--- src/design/arb_defs.svh ---
// Global sizes and the register map of the arbitration subsystem.
// Include this header in any file that needs a width or an address offset.

`ifndef ARB_DEFS_SVH
`define ARB_DEFS_SVH

// ----------------------------------------------------------
// Datapath sizing
// ----------------------------------------------------------
`define ARB_NUM_REQ 4
`define ARB_DATA_W 16
// Must be wide enough to index every requester
`define ARB_SRC_W 2

// ----------------------------------------------------------
// AXI4-Lite register port
// ----------------------------------------------------------
`define ARB_AXIL_ADDR_W 8
`define ARB_AXIL_DATA_W 32

// Control register holds enable in bit 0 and counter clear in bit 1
`define ARB_REG_CTRL 8'h00
// Grant counter i lives at this base plus 4 times i
`define ARB_REG_CNT_BASE 8'h10

`endif

--- src/design/arb_pkg.sv ---
// Shared types of the arbitration subsystem.
// Holds the beat record, the AXI4-Lite channel bundles and the FSM enums.

`include "arb_defs.svh"

package arb_pkg;

  // One beat as it leaves the mux, tagged with the requester it came from
  typedef struct packed {
    logic [`ARB_SRC_W-1:0]  src;
    logic [`ARB_DATA_W-1:0] data;
  } arb_beat_t;

  // Standard AXI4-Lite response codes, only two are ever produced here
  typedef enum logic [1:0] {
    OKAY   = 2'b00,
    SLVERR = 2'b10
  } axil_resp_e;

  // Signals driven by the bus master
  typedef struct packed {
    logic [`ARB_AXIL_ADDR_W-1:0]   awaddr;
    logic                          awvalid;
    logic [`ARB_AXIL_DATA_W-1:0]   wdata;
    logic [`ARB_AXIL_DATA_W/8-1:0] wstrb;
    logic                          wvalid;
    logic                          bready;
    logic [`ARB_AXIL_ADDR_W-1:0]   araddr;
    logic                          arvalid;
    logic                          rready;
  } axil_req_t;

  // Signals driven by the register slave
  typedef struct packed {
    logic                        awready;
    logic                        wready;
    logic                        bvalid;
    axil_resp_e                  bresp;
    logic                        arready;
    logic                        rvalid;
    logic [`ARB_AXIL_DATA_W-1:0] rdata;
    axil_resp_e                  rresp;
  } axil_rsp_t;

  typedef enum logic {WR_IDLE, WR_RESP} axil_wr_state_e;
  typedef enum logic {RD_IDLE, RD_DATA} axil_rd_state_e;

endpackage

--- src/design/arb_lru.sv ---
// Least-recently-used matrix arbiter.
// Grants at most one active request per cycle, combinationally. The winner
// drops to lowest priority at every edge where enable and a request are high.

`timescale 1ns/1ps
`include "arb_defs.svh"

module arb_lru #(
  // Two or more requesters
  parameter int num_req = `ARB_NUM_REQ
) (
  input  logic               clk,
  input  logic               arst_n,
  input  logic               enable,
  input  logic [num_req-1:0] request,
  output logic [num_req-1:0] grant
);

  // Only the upper triangle of the priority matrix is stored
  localparam int num_bits = num_req * (num_req - 1) / 2;

  // ----------------------------------------------------------
  // Priority matrix
  // ----------------------------------------------------------
  // prio[i][j] set means requester i was used less recently than j and so
  // beats it. Bit (i,j) with i < j sits in lru_q, packed row after row
  logic [num_bits-1:0]              lru_q;
  logic [num_bits-1:0]              lru_d;
  logic [num_req-1:0][num_req-1:0]  prio;
  logic [num_req-1:0]               can_grant;

  for (genvar i = 0; i < num_req; i++) begin : g_row
    for (genvar j = 0; j < num_req; j++) begin : g_col
      if (i < j) begin : g_upper
        // Offset of row i plus the position of column j inside that row
        localparam int idx = i * num_req - (i * (i + 1)) / 2 + (j - i - 1);
        assign prio[i][j] = lru_q[idx];
        // A granted row drops below everyone, a granted column goes below row i
        assign lru_d[idx] = grant[i] ? 1'b0 : (grant[j] ? 1'b1 : lru_q[idx]);
      end else if (i > j) begin : g_lower
        // Lower half mirrors the stored half
        assign prio[i][j] = ~prio[j][i];
      end else begin : g_diag
        // A requester is never compared with itself
        assign prio[i][j] = 1'b0;
      end
    end
  end

  // All ones after reset so the lowest index wins every tie at start
  always_ff @(posedge clk or negedge arst_n) begin
    if (!arst_n) begin
      lru_q <= '1;
    end else if (enable && |request) begin
      lru_q <= lru_d;
    end
  end

  // ----------------------------------------------------------
  // Grant search
  // ----------------------------------------------------------
  // Requester i may win only when every other active requester is below it
  always_comb begin
    for (int i = 0; i < num_req; i++) begin
      can_grant[i] = 1'b1;
      for (int j = 0; j < num_req; j++) begin
        if (i != j) begin
          can_grant[i] &= ~request[j] | prio[i][j];
        end
      end
    end
  end

  // Nothing is granted while the consumer cannot take a beat
  assign grant = enable ? (request & can_grant) : '0;

endmodule

--- src/design/arb_flow_mux.sv ---
// Valid/ready front end of the arbitration subsystem.
// Picks one requester per cycle with the LRU arbiter, returns ready only to
// the winner and forwards its payload tagged with the source index.

`timescale 1ns/1ps
`include "arb_defs.svh"

module arb_flow_mux (
  input  logic                                      clk,
  input  logic                                      arst_n,
  input  logic                                      arb_enable,
  input  logic [`ARB_NUM_REQ-1:0]                   in_valid,
  input  logic [`ARB_NUM_REQ-1:0][`ARB_DATA_W-1:0]  in_beat_data,
  output logic [`ARB_NUM_REQ-1:0]                   in_ready,
  output logic                                      sel_valid,
  output arb_pkg::arb_beat_t                        sel_beat,
  input  logic                                      sel_ready,
  output logic [`ARB_NUM_REQ-1:0]                   grant
);

  logic                    lru_enable;
  logic [`ARB_NUM_REQ-1:0] lru_grant;
  logic [`ARB_SRC_W-1:0]   sel_src;

  // ----------------------------------------------------------
  // Arbitration
  // ----------------------------------------------------------
  // The arbiter only moves when the slice can take the beat, so every
  // grant it raises is also a completed transfer on that cycle
  assign lru_enable = sel_ready & arb_enable;

  arb_lru #(
    .num_req(`ARB_NUM_REQ)
  ) lru0 (
    .clk    (clk),
    .arst_n (arst_n),
    .enable (lru_enable),
    .request(in_valid),
    .grant  (lru_grant)
  );

  // ----------------------------------------------------------
  // Handshake steering
  // ----------------------------------------------------------
  // Ready goes back to the winner alone
  assign in_ready = lru_grant;

  // A valid output exists exactly when somebody was granted
  assign sel_valid = |lru_grant;

  // The register block counts these pulses
  assign grant = lru_grant;

  // ----------------------------------------------------------
  // Beat selection
  // ----------------------------------------------------------
  // One-hot to binary. The grant has at most one bit set, so the loop order
  // does not matter
  always_comb begin
    sel_src = '0;
    for (int i = 0; i < `ARB_NUM_REQ; i++) begin
      if (lru_grant[i]) begin
        sel_src = `ARB_SRC_W'(i);
      end
    end
  end

  // Payload of the winner with its index attached.
  // When nothing is granted this shows requester 0, and sel_valid is low
  always_comb begin
    sel_beat.src  = sel_src;
    sel_beat.data = in_beat_data[sel_src];
  end

endmodule

--- src/design/arb_out_slice.sv ---
// Two-entry skid buffer on the output of the mux.
// Registers every beat, keeps arrival order and offers a registered ready
// so back-pressure does not ripple combinationally into the arbiter.

`timescale 1ns/1ps
`include "arb_defs.svh"

module arb_out_slice (
  input  logic               clk,
  input  logic               arst_n,
  input  logic               in_valid,
  input  arb_pkg::arb_beat_t in_beat,
  output logic               in_ready,
  output logic               out_valid,
  output arb_pkg::arb_beat_t out_beat,
  input  logic               out_ready
);

  logic               skid_valid;
  arb_pkg::arb_beat_t skid_beat;
  logic               in_fire;
  logic               main_load;

  assign in_fire = in_valid & in_ready;

  // Main register may take a new beat when empty or draining this cycle
  assign main_load = ~out_valid | out_ready;

  // Input is refused only while the skid entry holds a beat
  assign in_ready = ~skid_valid;

  // ----------------------------------------------------------
  // Occupancy
  // ----------------------------------------------------------
  always_ff @(posedge clk or negedge arst_n) begin
    if (!arst_n) begin
      out_valid  <= 1'b0;
      skid_valid <= 1'b0;
    end else begin
      if (main_load) begin
        out_valid <= skid_valid | in_fire;
      end
      // A beat parks in the skid entry when the main one is stuck
      if (skid_valid) begin
        skid_valid <= ~out_ready;
      end else begin
        skid_valid <= in_fire & ~main_load;
      end
    end
  end

  // ----------------------------------------------------------
  // Payload
  // ----------------------------------------------------------
  // The older skid beat always goes out before a fresh one
  always_ff @(posedge clk) begin
    if (main_load) begin
      out_beat <= skid_valid ? skid_beat : in_beat;
    end
    if (in_fire && !main_load) begin
      skid_beat <= in_beat;
    end
  end

endmodule

--- src/design/arb_csr_axil.sv ---
// AXI4-Lite register block of the arbitration subsystem.
// CTRL at offset 0 holds the global enable (bit 0) and a self-clearing
// counter clear (bit 1). Read-only 32-bit grant counters follow at 0x10.
// Unmapped offsets answer SLVERR and read as zero.

`timescale 1ns/1ps
`include "arb_defs.svh"

module arb_csr_axil (
  input  logic                    clk,
  input  logic                    arst_n,
  input  arb_pkg::axil_req_t      axil_req,
  output arb_pkg::axil_rsp_t      axil_rsp,
  input  logic [`ARB_NUM_REQ-1:0] grant,
  output logic                    arb_enable
);

  arb_pkg::axil_wr_state_e                          wr_state;
  arb_pkg::axil_rd_state_e                          rd_state;
  arb_pkg::axil_resp_e                              bresp_q;
  arb_pkg::axil_resp_e                              rresp_q;
  logic [`ARB_AXIL_DATA_W-1:0]                      rdata_q;
  logic [`ARB_NUM_REQ-1:0][`ARB_AXIL_DATA_W-1:0]    cnt_q;
  logic                                             wr_fire;
  logic                                             rd_fire;
  logic                                             wr_ctrl_hit;
  logic                                             wr_cnt_hit;
  logic                                             rd_ctrl_hit;
  logic [`ARB_NUM_REQ-1:0]                          rd_cnt_sel;
  logic                                             cnt_clear;
  logic [`ARB_AXIL_DATA_W-1:0]                      rd_value;

  // One-hot match of an address against the counter slots
  function automatic logic [`ARB_NUM_REQ-1:0] cnt_decode(
    input logic [`ARB_AXIL_ADDR_W-1:0] addr
  );
    logic [`ARB_NUM_REQ-1:0] hit;
    hit = '0;
    for (int i = 0; i < `ARB_NUM_REQ; i++) begin
      hit[i] = (addr == `ARB_AXIL_ADDR_W'(`ARB_REG_CNT_BASE + 4 * i));
    end
    return hit;
  endfunction

  // ----------------------------------------------------------
  // Write channel
  // ----------------------------------------------------------
  // Address and data are taken together, and only from the idle state
  assign wr_fire = (wr_state == arb_pkg::WR_IDLE) & axil_req.awvalid & axil_req.wvalid;
  assign wr_ctrl_hit = (axil_req.awaddr == `ARB_REG_CTRL);
  assign wr_cnt_hit = |cnt_decode(axil_req.awaddr);

  // Clear takes effect at the same edge that accepts the write
  assign cnt_clear = wr_fire & wr_ctrl_hit & axil_req.wdata[1];

  always_ff @(posedge clk or negedge arst_n) begin
    if (!arst_n) begin
      wr_state   <= arb_pkg::WR_IDLE;
      arb_enable <= 1'b0;
    end else begin
      case (wr_state)
        arb_pkg::WR_IDLE: begin
          if (wr_fire) begin
            wr_state <= arb_pkg::WR_RESP;
            // Byte strobes have no effect, every write updates the whole register
            if (wr_ctrl_hit) begin
              arb_enable <= axil_req.wdata[0];
            end
          end
        end
        arb_pkg::WR_RESP: begin
          if (axil_req.bready) begin
            wr_state <= arb_pkg::WR_IDLE;
          end
        end
        default: wr_state <= arb_pkg::WR_IDLE;
      endcase
    end
  end

  // Counter slots accept writes without effect and still answer OKAY
  always_ff @(posedge clk) begin
    if (wr_fire) begin
      bresp_q <= (wr_ctrl_hit | wr_cnt_hit) ? arb_pkg::OKAY : arb_pkg::SLVERR;
    end
  end

  // ----------------------------------------------------------
  // Read channel
  // ----------------------------------------------------------
  assign rd_fire = (rd_state == arb_pkg::RD_IDLE) & axil_req.arvalid;
  assign rd_ctrl_hit = (axil_req.araddr == `ARB_REG_CTRL);
  assign rd_cnt_sel = cnt_decode(axil_req.araddr);

  // CTRL bit 1 always reads back as zero
  always_comb begin
    rd_value = '0;
    if (rd_ctrl_hit) begin
      rd_value = {{(`ARB_AXIL_DATA_W - 1){1'b0}}, arb_enable};
    end
    for (int i = 0; i < `ARB_NUM_REQ; i++) begin
      if (rd_cnt_sel[i]) begin
        rd_value = cnt_q[i];
      end
    end
  end

  always_ff @(posedge clk or negedge arst_n) begin
    if (!arst_n) begin
      rd_state <= arb_pkg::RD_IDLE;
    end else begin
      case (rd_state)
        arb_pkg::RD_IDLE: if (rd_fire) rd_state <= arb_pkg::RD_DATA;
        arb_pkg::RD_DATA: if (axil_req.rready) rd_state <= arb_pkg::RD_IDLE;
        default:          rd_state <= arb_pkg::RD_IDLE;
      endcase
    end
  end

  // Read data is sampled at acceptance and held until the master takes it
  always_ff @(posedge clk) begin
    if (rd_fire) begin
      rdata_q <= rd_value;
      rresp_q <= (rd_ctrl_hit | (|rd_cnt_sel)) ? arb_pkg::OKAY : arb_pkg::SLVERR;
    end
  end

  // ----------------------------------------------------------
  // Grant counters
  // ----------------------------------------------------------
  // Free-running and wrapping. A clear wins over a grant in the same cycle
  always_ff @(posedge clk or negedge arst_n) begin
    if (!arst_n) begin
      cnt_q <= '0;
    end else if (cnt_clear) begin
      cnt_q <= '0;
    end else begin
      for (int i = 0; i < `ARB_NUM_REQ; i++) begin
        if (grant[i]) begin
          cnt_q[i] <= cnt_q[i] + 1'b1;
        end
      end
    end
  end

  // Slave side of the bus
  always_comb begin
    axil_rsp.awready = wr_fire;
    axil_rsp.wready  = wr_fire;
    axil_rsp.bvalid  = (wr_state == arb_pkg::WR_RESP);
    axil_rsp.bresp   = bresp_q;
    axil_rsp.arready = (rd_state == arb_pkg::RD_IDLE);
    axil_rsp.rvalid  = (rd_state == arb_pkg::RD_DATA);
    axil_rsp.rdata   = rdata_q;
    axil_rsp.rresp   = rresp_q;
  end

endmodule

--- src/design/arb_subsys_top.sv ---
// Top level of the shared-resource arbitration subsystem.
// Requesters feed the flow mux, the chosen beat goes through the output
// skid buffer, and software controls the whole path over AXI4-Lite.

`timescale 1ns/1ps
`include "arb_defs.svh"

module arb_subsys_top (
  input  logic                                      clk,
  input  logic                                      arst_n,
  input  logic [`ARB_NUM_REQ-1:0]                   in_valid,
  input  logic [`ARB_NUM_REQ-1:0][`ARB_DATA_W-1:0]  in_beat_data,
  output logic [`ARB_NUM_REQ-1:0]                   in_ready,
  output logic                                      out_valid,
  output arb_pkg::arb_beat_t                        out_beat,
  input  logic                                      out_ready,
  input  arb_pkg::axil_req_t                        axil_req,
  output arb_pkg::axil_rsp_t                        axil_rsp
);

  // Beat handed from the mux to the output slice
  logic                    sel_valid;
  logic                    sel_ready;
  arb_pkg::arb_beat_t      sel_beat;

  // Between the mux and the register block
  logic [`ARB_NUM_REQ-1:0] grant;
  logic                    arb_enable;

  // ----------------------------------------------------------
  // Datapath
  // ----------------------------------------------------------
  arb_flow_mux mux0 (
    .clk         (clk),
    .arst_n      (arst_n),
    .arb_enable  (arb_enable),
    .in_valid    (in_valid),
    .in_beat_data(in_beat_data),
    .in_ready    (in_ready),
    .sel_valid   (sel_valid),
    .sel_beat    (sel_beat),
    .sel_ready   (sel_ready),
    .grant       (grant)
  );

  arb_out_slice slice0 (
    .clk      (clk),
    .arst_n   (arst_n),
    .in_valid (sel_valid),
    .in_beat  (sel_beat),
    .in_ready (sel_ready),
    .out_valid(out_valid),
    .out_beat (out_beat),
    .out_ready(out_ready)
  );

  // Enable and per-requester grant counts
  arb_csr_axil csr0 (
    .clk       (clk),
    .arst_n    (arst_n),
    .axil_req  (axil_req),
    .axil_rsp  (axil_rsp),
    .grant     (grant),
    .arb_enable(arb_enable)
  );

endmodule

--- config.mk ---
export PLATFORM = sky130hd
export DESIGN_NAME = arb_subsys_top
export DESIGN_NICKNAME = d
export VERILOG_FILES = /design/src/design/arb_pkg.sv /design/src/design/arb_lru.sv /design/src/design/arb_flow_mux.sv /design/src/design/arb_out_slice.sv /design/src/design/arb_csr_axil.sv /design/src/design/arb_subsys_top.sv
export VERILOG_INCLUDE_DIRS = /design/src /design/src/design
export SDC_FILE = /design/constraint.sdc
export NUM_CORES = 1
export LEC_CHECK = 0
export BUFFER_PORTS_ARGS = -buffer_cell sky130_fd_sc_hd__buf_2
export CAP_MARGIN = 20
export CORE_ASPECT_RATIO = 1.2
export CORE_MARGIN = 2
export CORE_UTILIZATION = 29
export CTS_BUF_LIST = sky130_fd_sc_hd__clkbuf_16
export DETAILED_ROUTE_END_ITERATION = 6
export GPL_ROUTABILITY_DRIVEN = 1
export SLEW_MARGIN = 15
export SYNTH_ARGS = -nofsm -noshare
export SYNTH_HDL_FRONTEND = slang
export SYNTH_SLANG_ARGS = --single-unit
--- constraint.sdc ---
create_clock -name clk -period 7.5 [get_ports clk]
set_input_delay 0.75 -clock clk [delete_from_list [all_inputs] [get_ports clk]]
set_output_delay 0.75 -clock clk [all_outputs]
set_load 0.03 [all_outputs]
## Word-level counts from Yosys, hierarchy flattened

Cells that the tools add are included.
W data, S select, Z words.

| word-level totals | value |
|---|---|
| register bits | 211 |
| word-level logic and storage cells | 145 |

| cells by class | value |
|---|---|
| reduce and logical (&&, ||, !) cells | 26 |
| $lt $le $gt $ge | 1 |
| add/subtract/negate cells | 4 |
| eq/ne operators | 8 |
| bitwise logic cells | 49 |
| multiplexer cells | 35 |

Operators with widths:

| operator | count |
|---|---|
| $mux W32 | 8 |
| $add A32 B1 Y32 const B | 4 |
| $mux W128 | 1 |
| $eq A8 B5 Y1 const B | 8 |
| $bmux W16 S2 | 1 |
| $reduce_bool A2 Y1 | 10 |
| $mux W18 | 1 |
| $and A1 B1 Y1 | 16 |
| $logic_not A8 Y1 | 2 |
| $mux W1 | 16 |
| $mux W16 | 1 |
| $not A1 Y1 | 16 |
| $or A1 B1 Y1 | 16 |
| $reduce_or A4 Y1 | 4 |
| $reduce_and A2 Y1 | 6 |
| $mux W2 | 4 |
| $and A4 B4 Y4 | 1 |
| $mux W4 | 1 |
| $pmux W1 S2 | 2 |
| $lt A2 B3 Y1 const B | 1 |
| $reduce_and A3 Y1 | 1 |
| $logic_and A1 B1 Y1 | 2 |
| $logic_not A1 Y1 | 1 |

## Depth between registers and ports, before layout

Gate-level depths: netlist of run 1.

| depth | value |
|---|---|
| word-level depth | 12 |
| mapped depth | 9 |
| depth with buffers taken out | 6 |

## Hierarchy

Synthesis of run 1 repeated with hierarchy kept, for this count alone.

| second synthesis, totals | value |
|---|---|
| cells, all modules | 1029 |
| area total of the unflattened synthesis | 11248.3 µm² |

Modules (own cells, without submodules):

| module | instances | sequential area each (µm²) | cells an instance | area each (µm²) |
|---|---|---|---|---|
| arb_csr_axil | 1 | 4299.1 | 867 | 9043.7 |
| arb_out_slice | 1 | 1131.1 | 65 | 1390.1 |
| arb_flow_mux | 1 | 0.0 | 67 | 469.2 |
| arb_lru | 1 | 157.7 | 30 | 345.3 |

## Worst setup path after synthesis of run 1

OpenSTA, ideal clock, no wires.

| path | value |
|---|---|
| path kind | input -> register |
| start | input port in_valid[3] |
| end | register slice0.skid_beat[0] in the netlist's numbering, enable pin |
| arrival time | 2.892 ns |
| stages on the path | 6 |
| setup time | 0.393 ns |
| path buffers | 1 |
| path slack | 4.215 ns |
| data required time | 7.107 ns |
| path through | nor2b_1 -> a2111o_1 -> clkinv_1 -> buf_1 -> nor3_1 -> nor2_1 |

| between the ends | value |
|---|---|
| cells in the longest elaborated chain, start to end | 8 |
| elaborated cells on any way between the ends | 12 |
| those cells by class | 1 x mux; 9 x bitwise; 2 x reduce/logical |

RTL lines:

| element | RTL line | RTL |
|---|---|---|
| start, declared | arb_subsys_top.sv:11 | `` input logic [`ARB_NUM_REQ-1:0] in_valid, `` |
| $not A1 Y1 | arb_lru.sv:68 | `can_grant[i] &= ~request[j] \| prio[i][j];` |
| $or A1 B1 Y1 | arb_lru.sv:68 |  |
| $and A1 B1 Y1 | arb_lru.sv:68 |  |
| $and A4 B4 Y4 | arb_lru.sv:75 | `assign grant = enable ? (request & can_grant) : '0;` |
| $mux W4 | arb_lru.sv:75 |  |
| net in_ready[1] | arb_subsys_top.sv:13 | `` output logic [`ARB_NUM_REQ-1:0] in_ready, `` |
| $reduce_or A4 Y1 | arb_flow_mux.sv:49 | `assign sel_valid = \|lru_grant;` |
| $and A1 B1 Y1 | arb_out_slice.sv:24 | `assign in_fire = in_valid & in_ready;` |
| $logic_and A1 B1 Y1 | arb_out_slice.sv:60 | `if (in_fire && !main_load) begin` |
| end signal, assigned | arb_out_slice.sv:61 | `skid_beat <= in_beat;` |
| end, declared | arb_out_slice.sv:20 | `arb_pkg::arb_beat_t skid_beat;` |

The timed path passes the listed nets, and every way through them passes these cells.
A chain may end at the register's enable or synchronous reset.

## Final worst setup path of run 1

| path | value |
|---|---|
| start | register slice0.skid_valid |
| end | output port in_ready[1] |

| between the ends | value |
|---|---|
| cells in the longest elaborated chain, start to end | 3 |

RTL lines:

| element | RTL line | RTL |
|---|---|---|
| start, declared | arb_out_slice.sv:19 | `logic skid_valid;` |
| start signal, assigned | arb_out_slice.sv:45 | `skid_valid <= ~out_ready;` |
| start signal, assigned | arb_out_slice.sv:47 | `skid_valid <= in_fire & ~main_load;` |
| $not A1 Y1 | arb_out_slice.sv:30 | `assign in_ready = ~skid_valid;` |
| $and A1 B1 Y1 | arb_flow_mux.sv:30 | `assign lru_enable = sel_ready & arb_enable;` |
| $mux W4 | arb_lru.sv:75 |  |
| end, declared | arb_subsys_top.sv:13 |  |

Every way passes these cells.

==> run metrics, run 1 <==
post-route minimum period 3870 ps; Int Power 0.00203 W; 1st-pass router iterations 5; CTS sink count 209; top-area cell type share of the netlist area 30.1%; Worst Setup Path Type register to output pin; ys async rst share 66.5%; sequential group share of total power 46.1%; RD Place Congestion 0.806; layout overhead on the synthesized area 17.7%; status finished clean; switching part of the total power 23.9%; clk root buf clkbuf_16; area taken by flip-flops and latches 5590 um2; wire length of the first global-routing pass 47,700 um; top-count cell post-synth dfrtp_1; GRT overflow 0; Ys Warns 0; number of distinct standard cells referenced by the synthesized netlist 61; count of flip-flops with a built-in enable after synthesis 70; antenna violations before repair 2; Post-Syn Instances 1,063; worst max-slew margin expressed relative to the limit 35.1%; skew final 18.8 ps; initial cell density of the core 29.3%; number of buffer cells added on primary ports 155; starting DRC count in detailed routing 638; RSZ-0062 raised after global routing false; required time at the worst-slack endpoint 6750 ps; non-filler cells in the finished layout 1,679; HP Class primary input to async pin; PwrDens 205 nW/um2; LEAKAGE 5.29 nW; DR WL/cell 17.7 um; number of max-cap violations 0; transition time at the pin with the least slew margin 974 ps; number of placed instances with taps included 1,635; clock-pin slew on the worst setup and hold paths 60 ps; cells taking the most area after synthesis dfrtp_1 30%, edfxtp_1 19%, mux4_2 6.3%, a21oi_1 5.0%, nor2_1 3.4%; largest area contributor in the synthesized netlist dfrtp_1; number of nets with antenna violations after routing 0; CTS tree yes; number of setup violations in the final report 0; Core Rows 78; die height 218 um; die span in x 182 um; Detailed Route WL 29,700 um; footprint of the multi-input gates 5050 um2; average vias per placed instance 5.31; hold_ws 192 ps; clock network power share 47.3%; flip-flop cell with the highest count after synthesis dfrtp_1; cell area after synthesis 11,100 um2; master of the slowest instance on the critical path clkinv_1; half-perimeter wire length after placement 20,600 um; placeable core region 37,800 um2; vias in the first global route 8,654; count of hold-fix buffers inserted at cts 0; Setup Fix Bufs, Post-CTS 0; f_max 258 MHz; pin count of the biggest net entering global routing 75; total DRC errors in the routed layout 0; number of storage elements in the synthesis netlist 209; antenna diode instance count 0; Worst-Skew Late Latency 540 ps; fraction of final layout cells with drive strength greater than 1 22.8%; kind of start point of the critical path register; P_sw 0.000638 W; final cycle utilization of the critical path 51.6%; overall global routing resource usage 15.0%; post-layout net count 1,313; share of synthesized area occupied by flip-flops and latches 50.5%; delay of the slowest critical-path stage 890 ps; Clock Tree Buf Depth 3; commonest cells in the synthesized netlist 133 x dfrtp_1, 110 x a21oi_1, 101 x nor2_1; summed negative setup slack over all endpoints 0 ps; clock buffers created by TritonCTS 24; Resized Gates After CTS 0; Mean Syn Cell Area 10.4 um2; FILL cells 3,730; combinational power share 6.6%; Die Outline Area 39,800 um2; maximum vdd drop 0.137 mV; crit path capture type output pin; CP max FO 59; number of levels the H-tree was split into 1; hold violation count in the final report 0; via count 8,910; list of cells traversed by the critical path nand3b_1 > a2111o_2 > buf_4 > clkinv_1 > buf_2; crit path DAT 3120 ps; I/O pin total 192; max-slew violations 0
==> flip-flops by register name, indices dropped and copies added (netlist names) <==
signal,count
mux0.lru0.lru_q,6
csr0.wr_state,1
csr0.arb_enable,1
csr0.rdata_q,32
slice0.out_valid,1
csr0.cnt_q,128
slice0.out_beat,18
csr0.bresp_q,1
slice0.skid_beat,18
csr0.rresp_q,1
csr0.rd_state,1
slice0.skid_valid,1
==> power groups by stage <==
stage | clock [W] | combinational, W | sequential (W)
finish | 0.00126 | 0.000178 | 0.00123
global route | 0.00135 | 0.000196 | 0.00123
CTS | 0.00129 | 0.000181 | 0.00123
detailed placement | 0 | 0.000181 | 0.00125
global placement | 0 | 0.000178 | 0.00125
floorplan | 0 | 0.0000724 | 0.00129
==> routing by layer <==
| metal | share of wire [%] | up-vias | global-route usage [%] |
|---|---|---|---|
| met4 | 3.2 | 2 | 5.81 |
| met1 | 43 | 4346 | 19.5 |
| met2 | 47 | 305 | 24.3 |
| met3 | 6.8 | 59 | 3.31 |
| li1 | - | 4198 | - |
| met5 | 0.054 | - | 0 |
==> worst paths after layout <==
check	startpoint	endpoint	cells after the start	slack, ps
worst max register to register	slice0.skid_valid	slice0.out_beat[1]	7	4010
min in group clk	out_ready	slice0.skid_valid	2	370
max in group asynchronous	arst_n	csr0.cnt_q[84]	2	5810
worst max-delay path	slice0.skid_valid	in_ready[1]	5	3630
worst min-delay path	arst_n	csr0.cnt_q[89]	1	190
worst min register to register	mux0.lru0.lru_q[1]	mux0.lru0.lru_q[1]	2	510
==> stage by stage <==
| step | worst slack [ps] | power, W | utilization [%] | cell area [um2] |
|---|---|---|---|---|
| after global placement | 3630 | 0.00143 | 32.3 | 12200 |
| after global routing | 3400 | 0.00278 | 34.5 | 13000 |
| after CTS | 3600 | 0.00271 | 34.5 | 13000 |
| after detailed placement | 3620 | 0.00143 | 32.3 | 12200 |
| final | 3630 | 0.00267 | 34.5 | 13000 |
| after floorplan | 4220 | 0.00136 | - | 11100 |
==> area by class of cell <==
type                            instances  share of cell area, %
Tap cell                              480                   4.61
Clock inverter                         20                   1.84
Inverter                               27                  0.787
Sequential cell                       209                   42.9
Multi-Input combinational cell        755                   38.8
Timing Repair Buffer                  164                   6.52
Clock buffer                           24                   4.61
==> critical path: cells and delay by family, from the launching register on <==
family | cells | cell delay (ps)
buffers and inverters | 3 | 1860
DFF | 1 | 450
and+or+nand+nor | 1 | 140
AOI/OAI and AO/OA | 1 | 90
==> cells by family after synthesis <==
kind of cell	after synthesis	share of synthesized area, %
buffers and inverters	100	4.03
multiplexers	51	8.32
XOR/XNOR	57	4.51
flip-flops	209	50.5
adder cells (fa/ha/maj)	4	0.452
AND/OR/NAND/NOR	430	21.3
AO/OA/AOI/OAI	211	10.9
other	1	0.0339
==> cells in the final DEF (no fill, tap or decap), types with 13 or more instances in the layout <==
| cell type | count |
|---|---|
| dfrtp_1 | 133 |
| nand2_1 | 53 |
| o21ai_0 | 55 |
| nand3_1 | 40 |
| buf_2 | 154 |
| mux4_2 | 31 |
| or4_1 | 18 |
| inv_1 | 26 |
| nand4_1 | 42 |
| nor2_1 | 101 |
| and3_1 | 44 |
| o32ai_1 | 16 |
| clkbuf_16 | 24 |
| a21oi_1 | 110 |
| nor3_1 | 15 |
| mux2_2 | 18 |
| xor2_1 | 20 |
| o31ai_1 | 13 |
| nor4_1 | 26 |
| xnor2_1 | 37 |
| or3_1 | 52 |
| edfxtp_1 | 70 |
Note: power is estimated with default switching activity, not from simulation.
==> run 2: changes to the inputs <==
- clock period: 7.5 -> 3.4 ns (I/O delays scaled with it)
==> run 2 against run 1 <==
Utilization rose by 0.42 points. Cell area rose by 1.2%. Combinational power rose by 120%. Register-to-register slack got worse by 3400 ps. Wire length rose by 1.5%. Count of clock-buffer cells in the layout rose by 1. Critical path depth fell by 1. Total power rose by 120%. Die area did not move. Sequential share of layout area fell by 0.52 points. Hold slack got worse by 140 ps. Cell count rose by 1.2%. Largest cell class unchanged.
==> run metrics, run 2 (synthesis gave the netlist of run 1 again) <==
status finished clean; Largest register FFs 128; hold violation count in the final report 0; most frequent cells in the layout 154 x buf_2, 133 x dfrtp_1, 110 x a21oi_1; Setup Fix Bufs, Post-CTS 0; RD Place Congestion 0.799; transition time at the pin with the least slew margin 983 ps; maximum vdd drop 0.325 mV; area taken by flip-flops and latches 5590 um2; clock buffers created by TritonCTS 24; number of max-cap violations 0; placeable core region 37,800 um2; Worst-Skew Late Latency 550 ps; crit path DAT 2860 ps; total DRC errors in the routed layout 0; f_max 313 MHz; vias in the first global route 8,685; Placed Instance Area 12,300 um2; I/O pin total 192; post-route minimum period 3200 ps; layout overhead on the synthesized area 19.2%; register with the highest flop count csr0.cnt_q; count of hold-fix buffers inserted at cts 4; Detailed Route WL 30,200 um; 1st-pass router iterations 6; registers with the highest flip-flop counts csr0.cnt_q: 128 flops, csr0.rdata_q: 32 flops; CTS sink count 209; Clock Tree Buf Depth 3; worst max-slew margin expressed relative to the limit 34.3%; Worst Setup Path Type register to output pin; CTS tree yes; pin count of the biggest net entering global routing 89; FILL cells 3,774; RSZ-0062 raised after global routing false; crit path capture type output pin; starting DRC count in detailed routing 614; number of levels the H-tree was split into 1; number of placed instances with taps included 1,649; number of nets with antenna violations after routing 0; Core Rows 78; antenna violations before repair 3; Resized Gates After CTS 0; summed negative setup slack over all endpoints 0 ps; overall global routing resource usage 15.1%; clock-pin slew on the worst setup and hold paths 60 ps; die span in x 182 um; required time at the worst-slack endpoint 3060 ps; LEAKAGE 5.39 nW; most common cell after layout, fill and taps aside buf_2; die height 218 um; DR WL/cell 17.8 um; post-layout net count 1,331; wire length of the first global-routing pass 47,800 um; number of setup violations in the final report 0; max-slew violations 0; number of buffer cells added on primary ports 155; kind of start point of the critical path register; Die Outline Area 39,800 um2; footprint of the multi-input gates 5050 um2; PwrDens 442 nW/um2; fraction of final layout cells with drive strength greater than 1 23.3%; final cycle utilization of the critical path 94.1%; half-perimeter wire length after placement 21,300 um; HP Class primary input to register; GRT overflow 0; via count 9,065; initial cell density of the core 29.3%; skew final 27.4 ps; area of all placed cells without fillers 13,200 um2; clk root buf clkbuf_16; CP max FO 27; average vias per placed instance 5.34; non-filler cells in the finished layout 1,699
==> run 2: changes by cell type in the layout (fill, tap and decap cells not counted), sizes merged <==
cell	previous run	this run
bufinv	5	4
clkinv	13	10
inv	28	32
clkinvlp	1	0
buf	164	178
diode	0	2
clkbuf	24	25
dlygate4sd3	0	4
==> run 2: final timing paths <==
kind                               startpoint            endpoint  slack [ps]  cells past startpoint
max                        mux0.lru0.lru_q[0]         in_ready[1]         200                      4
min                              axil_req[16]     csr0.arb_enable          50                      2
max reg2reg                mux0.lru0.lru_q[0]  slice0.out_beat[5]         610                      5
min reg2reg                mux0.lru0.lru_q[0]  mux0.lru0.lru_q[0]         510                      2
max in group asynchronous              arst_n      csr0.cnt_q[46]        2160                      3
min in group asynchronous              arst_n     csr0.cnt_q[121]         470                      2
==> run 2: critical path, stage by stage (launching register included) <==
cell      delay [ps]
dfstp_2          530
a2111o_2         490
clkinv_1         680
buf_4            410
buf_2            190
==> run 2: final cells by class <==
| class | instances | share of cell area (%) |
|---|---|---|
| Inverter | 27 | 0.778 |
| Clock buffer | 25 | 4.74 |
| Sequential cell | 209 | 42.4 |
| Timing Repair Buffer | 182 | 7.73 |
| Clock inverter | 19 | 1.51 |
| Antenna cell | 2 | 0.0379 |
| Multi-Input combinational cell | 755 | 38.3 |
| Tap cell | 480 | 4.55 |
==> run 2: per-stage QoR <==
step           utilization, %  hold slack [ps]  setup slack [ps]  total power (W)
3_3_place_gp             32.6              485               495          0.00316
6_report                 34.9             50.9               201          0.00584
2_1_floorplan               -             44.4               418          0.00300
4_1_cts                  34.9             26.7               129          0.00593
3_5_place_dp             32.6              493               545          0.00317
5_1_grt                  34.9             51.3              44.6          0.00606
==> run 2: where the power goes <==
group,leakage (nW),switching [W],internal (W)
sequential,2.56,0.0000405,0.00268
combinational,2.40,0.000258,0.000142
clock,0.427,0.00108,0.00164
total,5.39,0.00138,0.00446
==> run 2: metal layers <==
metal | global-route usage, % | up-vias | wire [um]
li1 | - | 4254 | -
met1 | 19.5 | 4470 | 13000
met4 | 5.81 | 2 | 906
met5 | 0 | - | 13
met3 | 2.57 | 44 | 1900
met2 | 25.2 | 295 | 14300
==> run 3: changes to the inputs <==
- CORE_UTILIZATION: 29 -> 51
- PLACE_DENSITY: default -> 0.77
==> run 3 against run 2 <==
Critical path depth is the same. Non-clock buffer count decreased by 1. Cell area fell by 2.7%. Via count up 0.71%. Clock skew fell by 16 ps. Sequential power is essentially flat. Register-to-register slack improved by 100 ps. Count of clock-buffer cells in the layout shrank 2. Clock power down 9.6%. Global-route usage grew 8.2 points. Sequential share of layout area grew 1.2 points. First-iteration DRC count grew 28%. Critical path type unchanged.
==> run metrics, run 3 (synthesis gave the netlist of run 1 again) <==
via count 9,129; status finished clean; kind of start point of the critical path register; PwrDens 434 nW/um2; clock buffers created by TritonCTS 23; P_sw 0.00130 W; delay of the slowest critical-path stage 580 ps; f_max 346 MHz; post-layout net count 1,329; Setup Fix Bufs, Post-CTS 0; beginning of the worst hold path axil_req[10]; layout overhead on the synthesized area 16.0%; Worst Setup Path Type register to output pin; Clock Tree Buf Depth 3; overall global routing resource usage 23.3%; max-slew violations 0; Detailed Route WL 26,900 um; hold violation count in the final report 0; die height 165 um; crit path DAT 2550 ps; placeable core region 21,500 um2; largest delay contributor family on the critical path buffers and inverters; I/O pin total 192; worst hold path stage count 2; RSZ-0062 raised after global routing false; worst r2r src slice0.skid_valid; antenna diode instance count 0; CTS sink count 209; list of cells traversed by the critical path nor2b_1 > a2111o_2 > clkinv_1 > buf_2; sequential group share of total power 48.7%; Reg2Reg Depth 6; required time at the worst-slack endpoint 3060 ps; CP max FO 26; 1st-pass router iterations 5; register-to-register path setup slack 710 ps; number of max-cap violations 0; GRT overflow 0; die span in x 139 um; Worst-Skew Late Latency 510 ps; Int Power 0.00428 W; final cycle utilization of the critical path 85.0%; skew final 11.3 ps; master of the slowest instance on the critical path a2111o_2; total DRC errors in the routed layout 0; half-perimeter wire length after placement 19,300 um; number of buffer cells added on primary ports 155; most frequent cells in the layout 154 x buf_2, 133 x dfrtp_1, 110 x a21oi_1; RD Place Congestion 0.868; fin util 59.8%; worst max-slew margin expressed relative to the limit 39.2%; summed negative setup slack over all endpoints 0 ps; worst path bufs/invs 2; Core Rows 59; clk root buf clkbuf_16; clock-pin slew on the worst setup and hold paths 60 ps; number of setup violations in the final report 0; LEAKAGE 5.32 nW; antenna violations before repair 1; Die Outline Area 22,900 um2; number of nets with antenna violations after routing 0; DR WL/cell 18.1 um; HP Class primary input to register; post-route minimum period 2890 ps; switching part of the total power 23.3%; combinational power share 7.1%; CTS tree yes; worst slack, placed 629 ps; transition time at the pin with the least slew margin 910 ps; crit path capture type output pin; Resized Gates After CTS 0; fraction of final layout cells with drive strength greater than 1 23.1%; FILL cells 1,766; average vias per placed instance 6.14; Crit path depth 4; count of hold-fix buffers inserted at cts 3; initial cell density of the core 51.5%; register with the highest flop count csr0.cnt_q; registers with the highest flip-flop counts csr0.cnt_q: 128 flops, csr0.rdata_q: 32 flops; most common cell after layout, fill and taps aside buf_2; number of levels the H-tree was split into 1; Worst Setup SP mux0.lru0.lru_q[4]; Final Worst Setup Slack 510 ps; pin count of the biggest net entering global routing 84; Largest register FFs 128; maximum vdd drop 0.350 mV; vias in the first global route 8,709; starting DRC count in detailed routing 787; wire length of the first global-routing pass 43,500 um; clock network power share 44.2%
[run 3: changes by cell type in the layout (fill, tap and decap cells not counted), sizes merged]
cell / change
inv: -3
bufinv: -1
diode: -2
clkinv: +3
clkinvlp: +1
clkbuf: -2
dlygate4sd3: -1
[run 3: path summary, 6_finish.rpt]
kind	end
worst max-delay path	in_ready[1]
worst min register to register	mux0.lru0.lru_q[0]
worst min-delay path	csr0.wr_state
min in group asynchronous	csr0.cnt_q[87]
max in group asynchronous	csr0.cnt_q[2]
worst max register to register	slice0.out_beat[10]
[run 3: through the flow]
step                power, W  instance area [um2]  hold slack [ps]  std cells
CTS                  0.00561                12800             3.64       1488
global placement     0.00315                12100              458       1443
detailed placement   0.00316                12100              459       1443
floorplan            0.00300                11100             44.4       1064
global route         0.00575                12800             13.6       1488
finish               0.00557                12800             15.7       1488
[run 3: cell type report]
type                            instances  area (um2)  area share [%]
Sequential cell                       209        5590            43.5
Clock buffer                           23         576            4.48
Inverter                               27         103           0.799
Clock inverter                         19         168            1.31
Multi-Input combinational cell        755        5050            39.4
Timing Repair Buffer                  181        1010            7.86
Tap cell                              274         343            2.67
[run 3: power by group through the flow]
stage	clock network, W	logic, W	registers, W
finish	0.00246	0.000395	0.00271
floorplan	0	0.000160	0.00284
global route	0.00260	0.000431	0.00272
CTS	0.00250	0.000399	0.00272
detailed placement	0	0.000395	0.00276
global placement	0	0.000388	0.00276
[run 3: routing by layer]
layer  track usage, %  part of all wire (%)  vias to the layer above  routed length (um)
met5                0                 0.045                        -                  12
met4             7.47                   2.4                        2                 636
met3             4.87                   8.1                       50                2170
met2             39.6                    49                      375               13200
met1             30.3                    41                     4464               10900
li1                 -                     -                     4238                   -
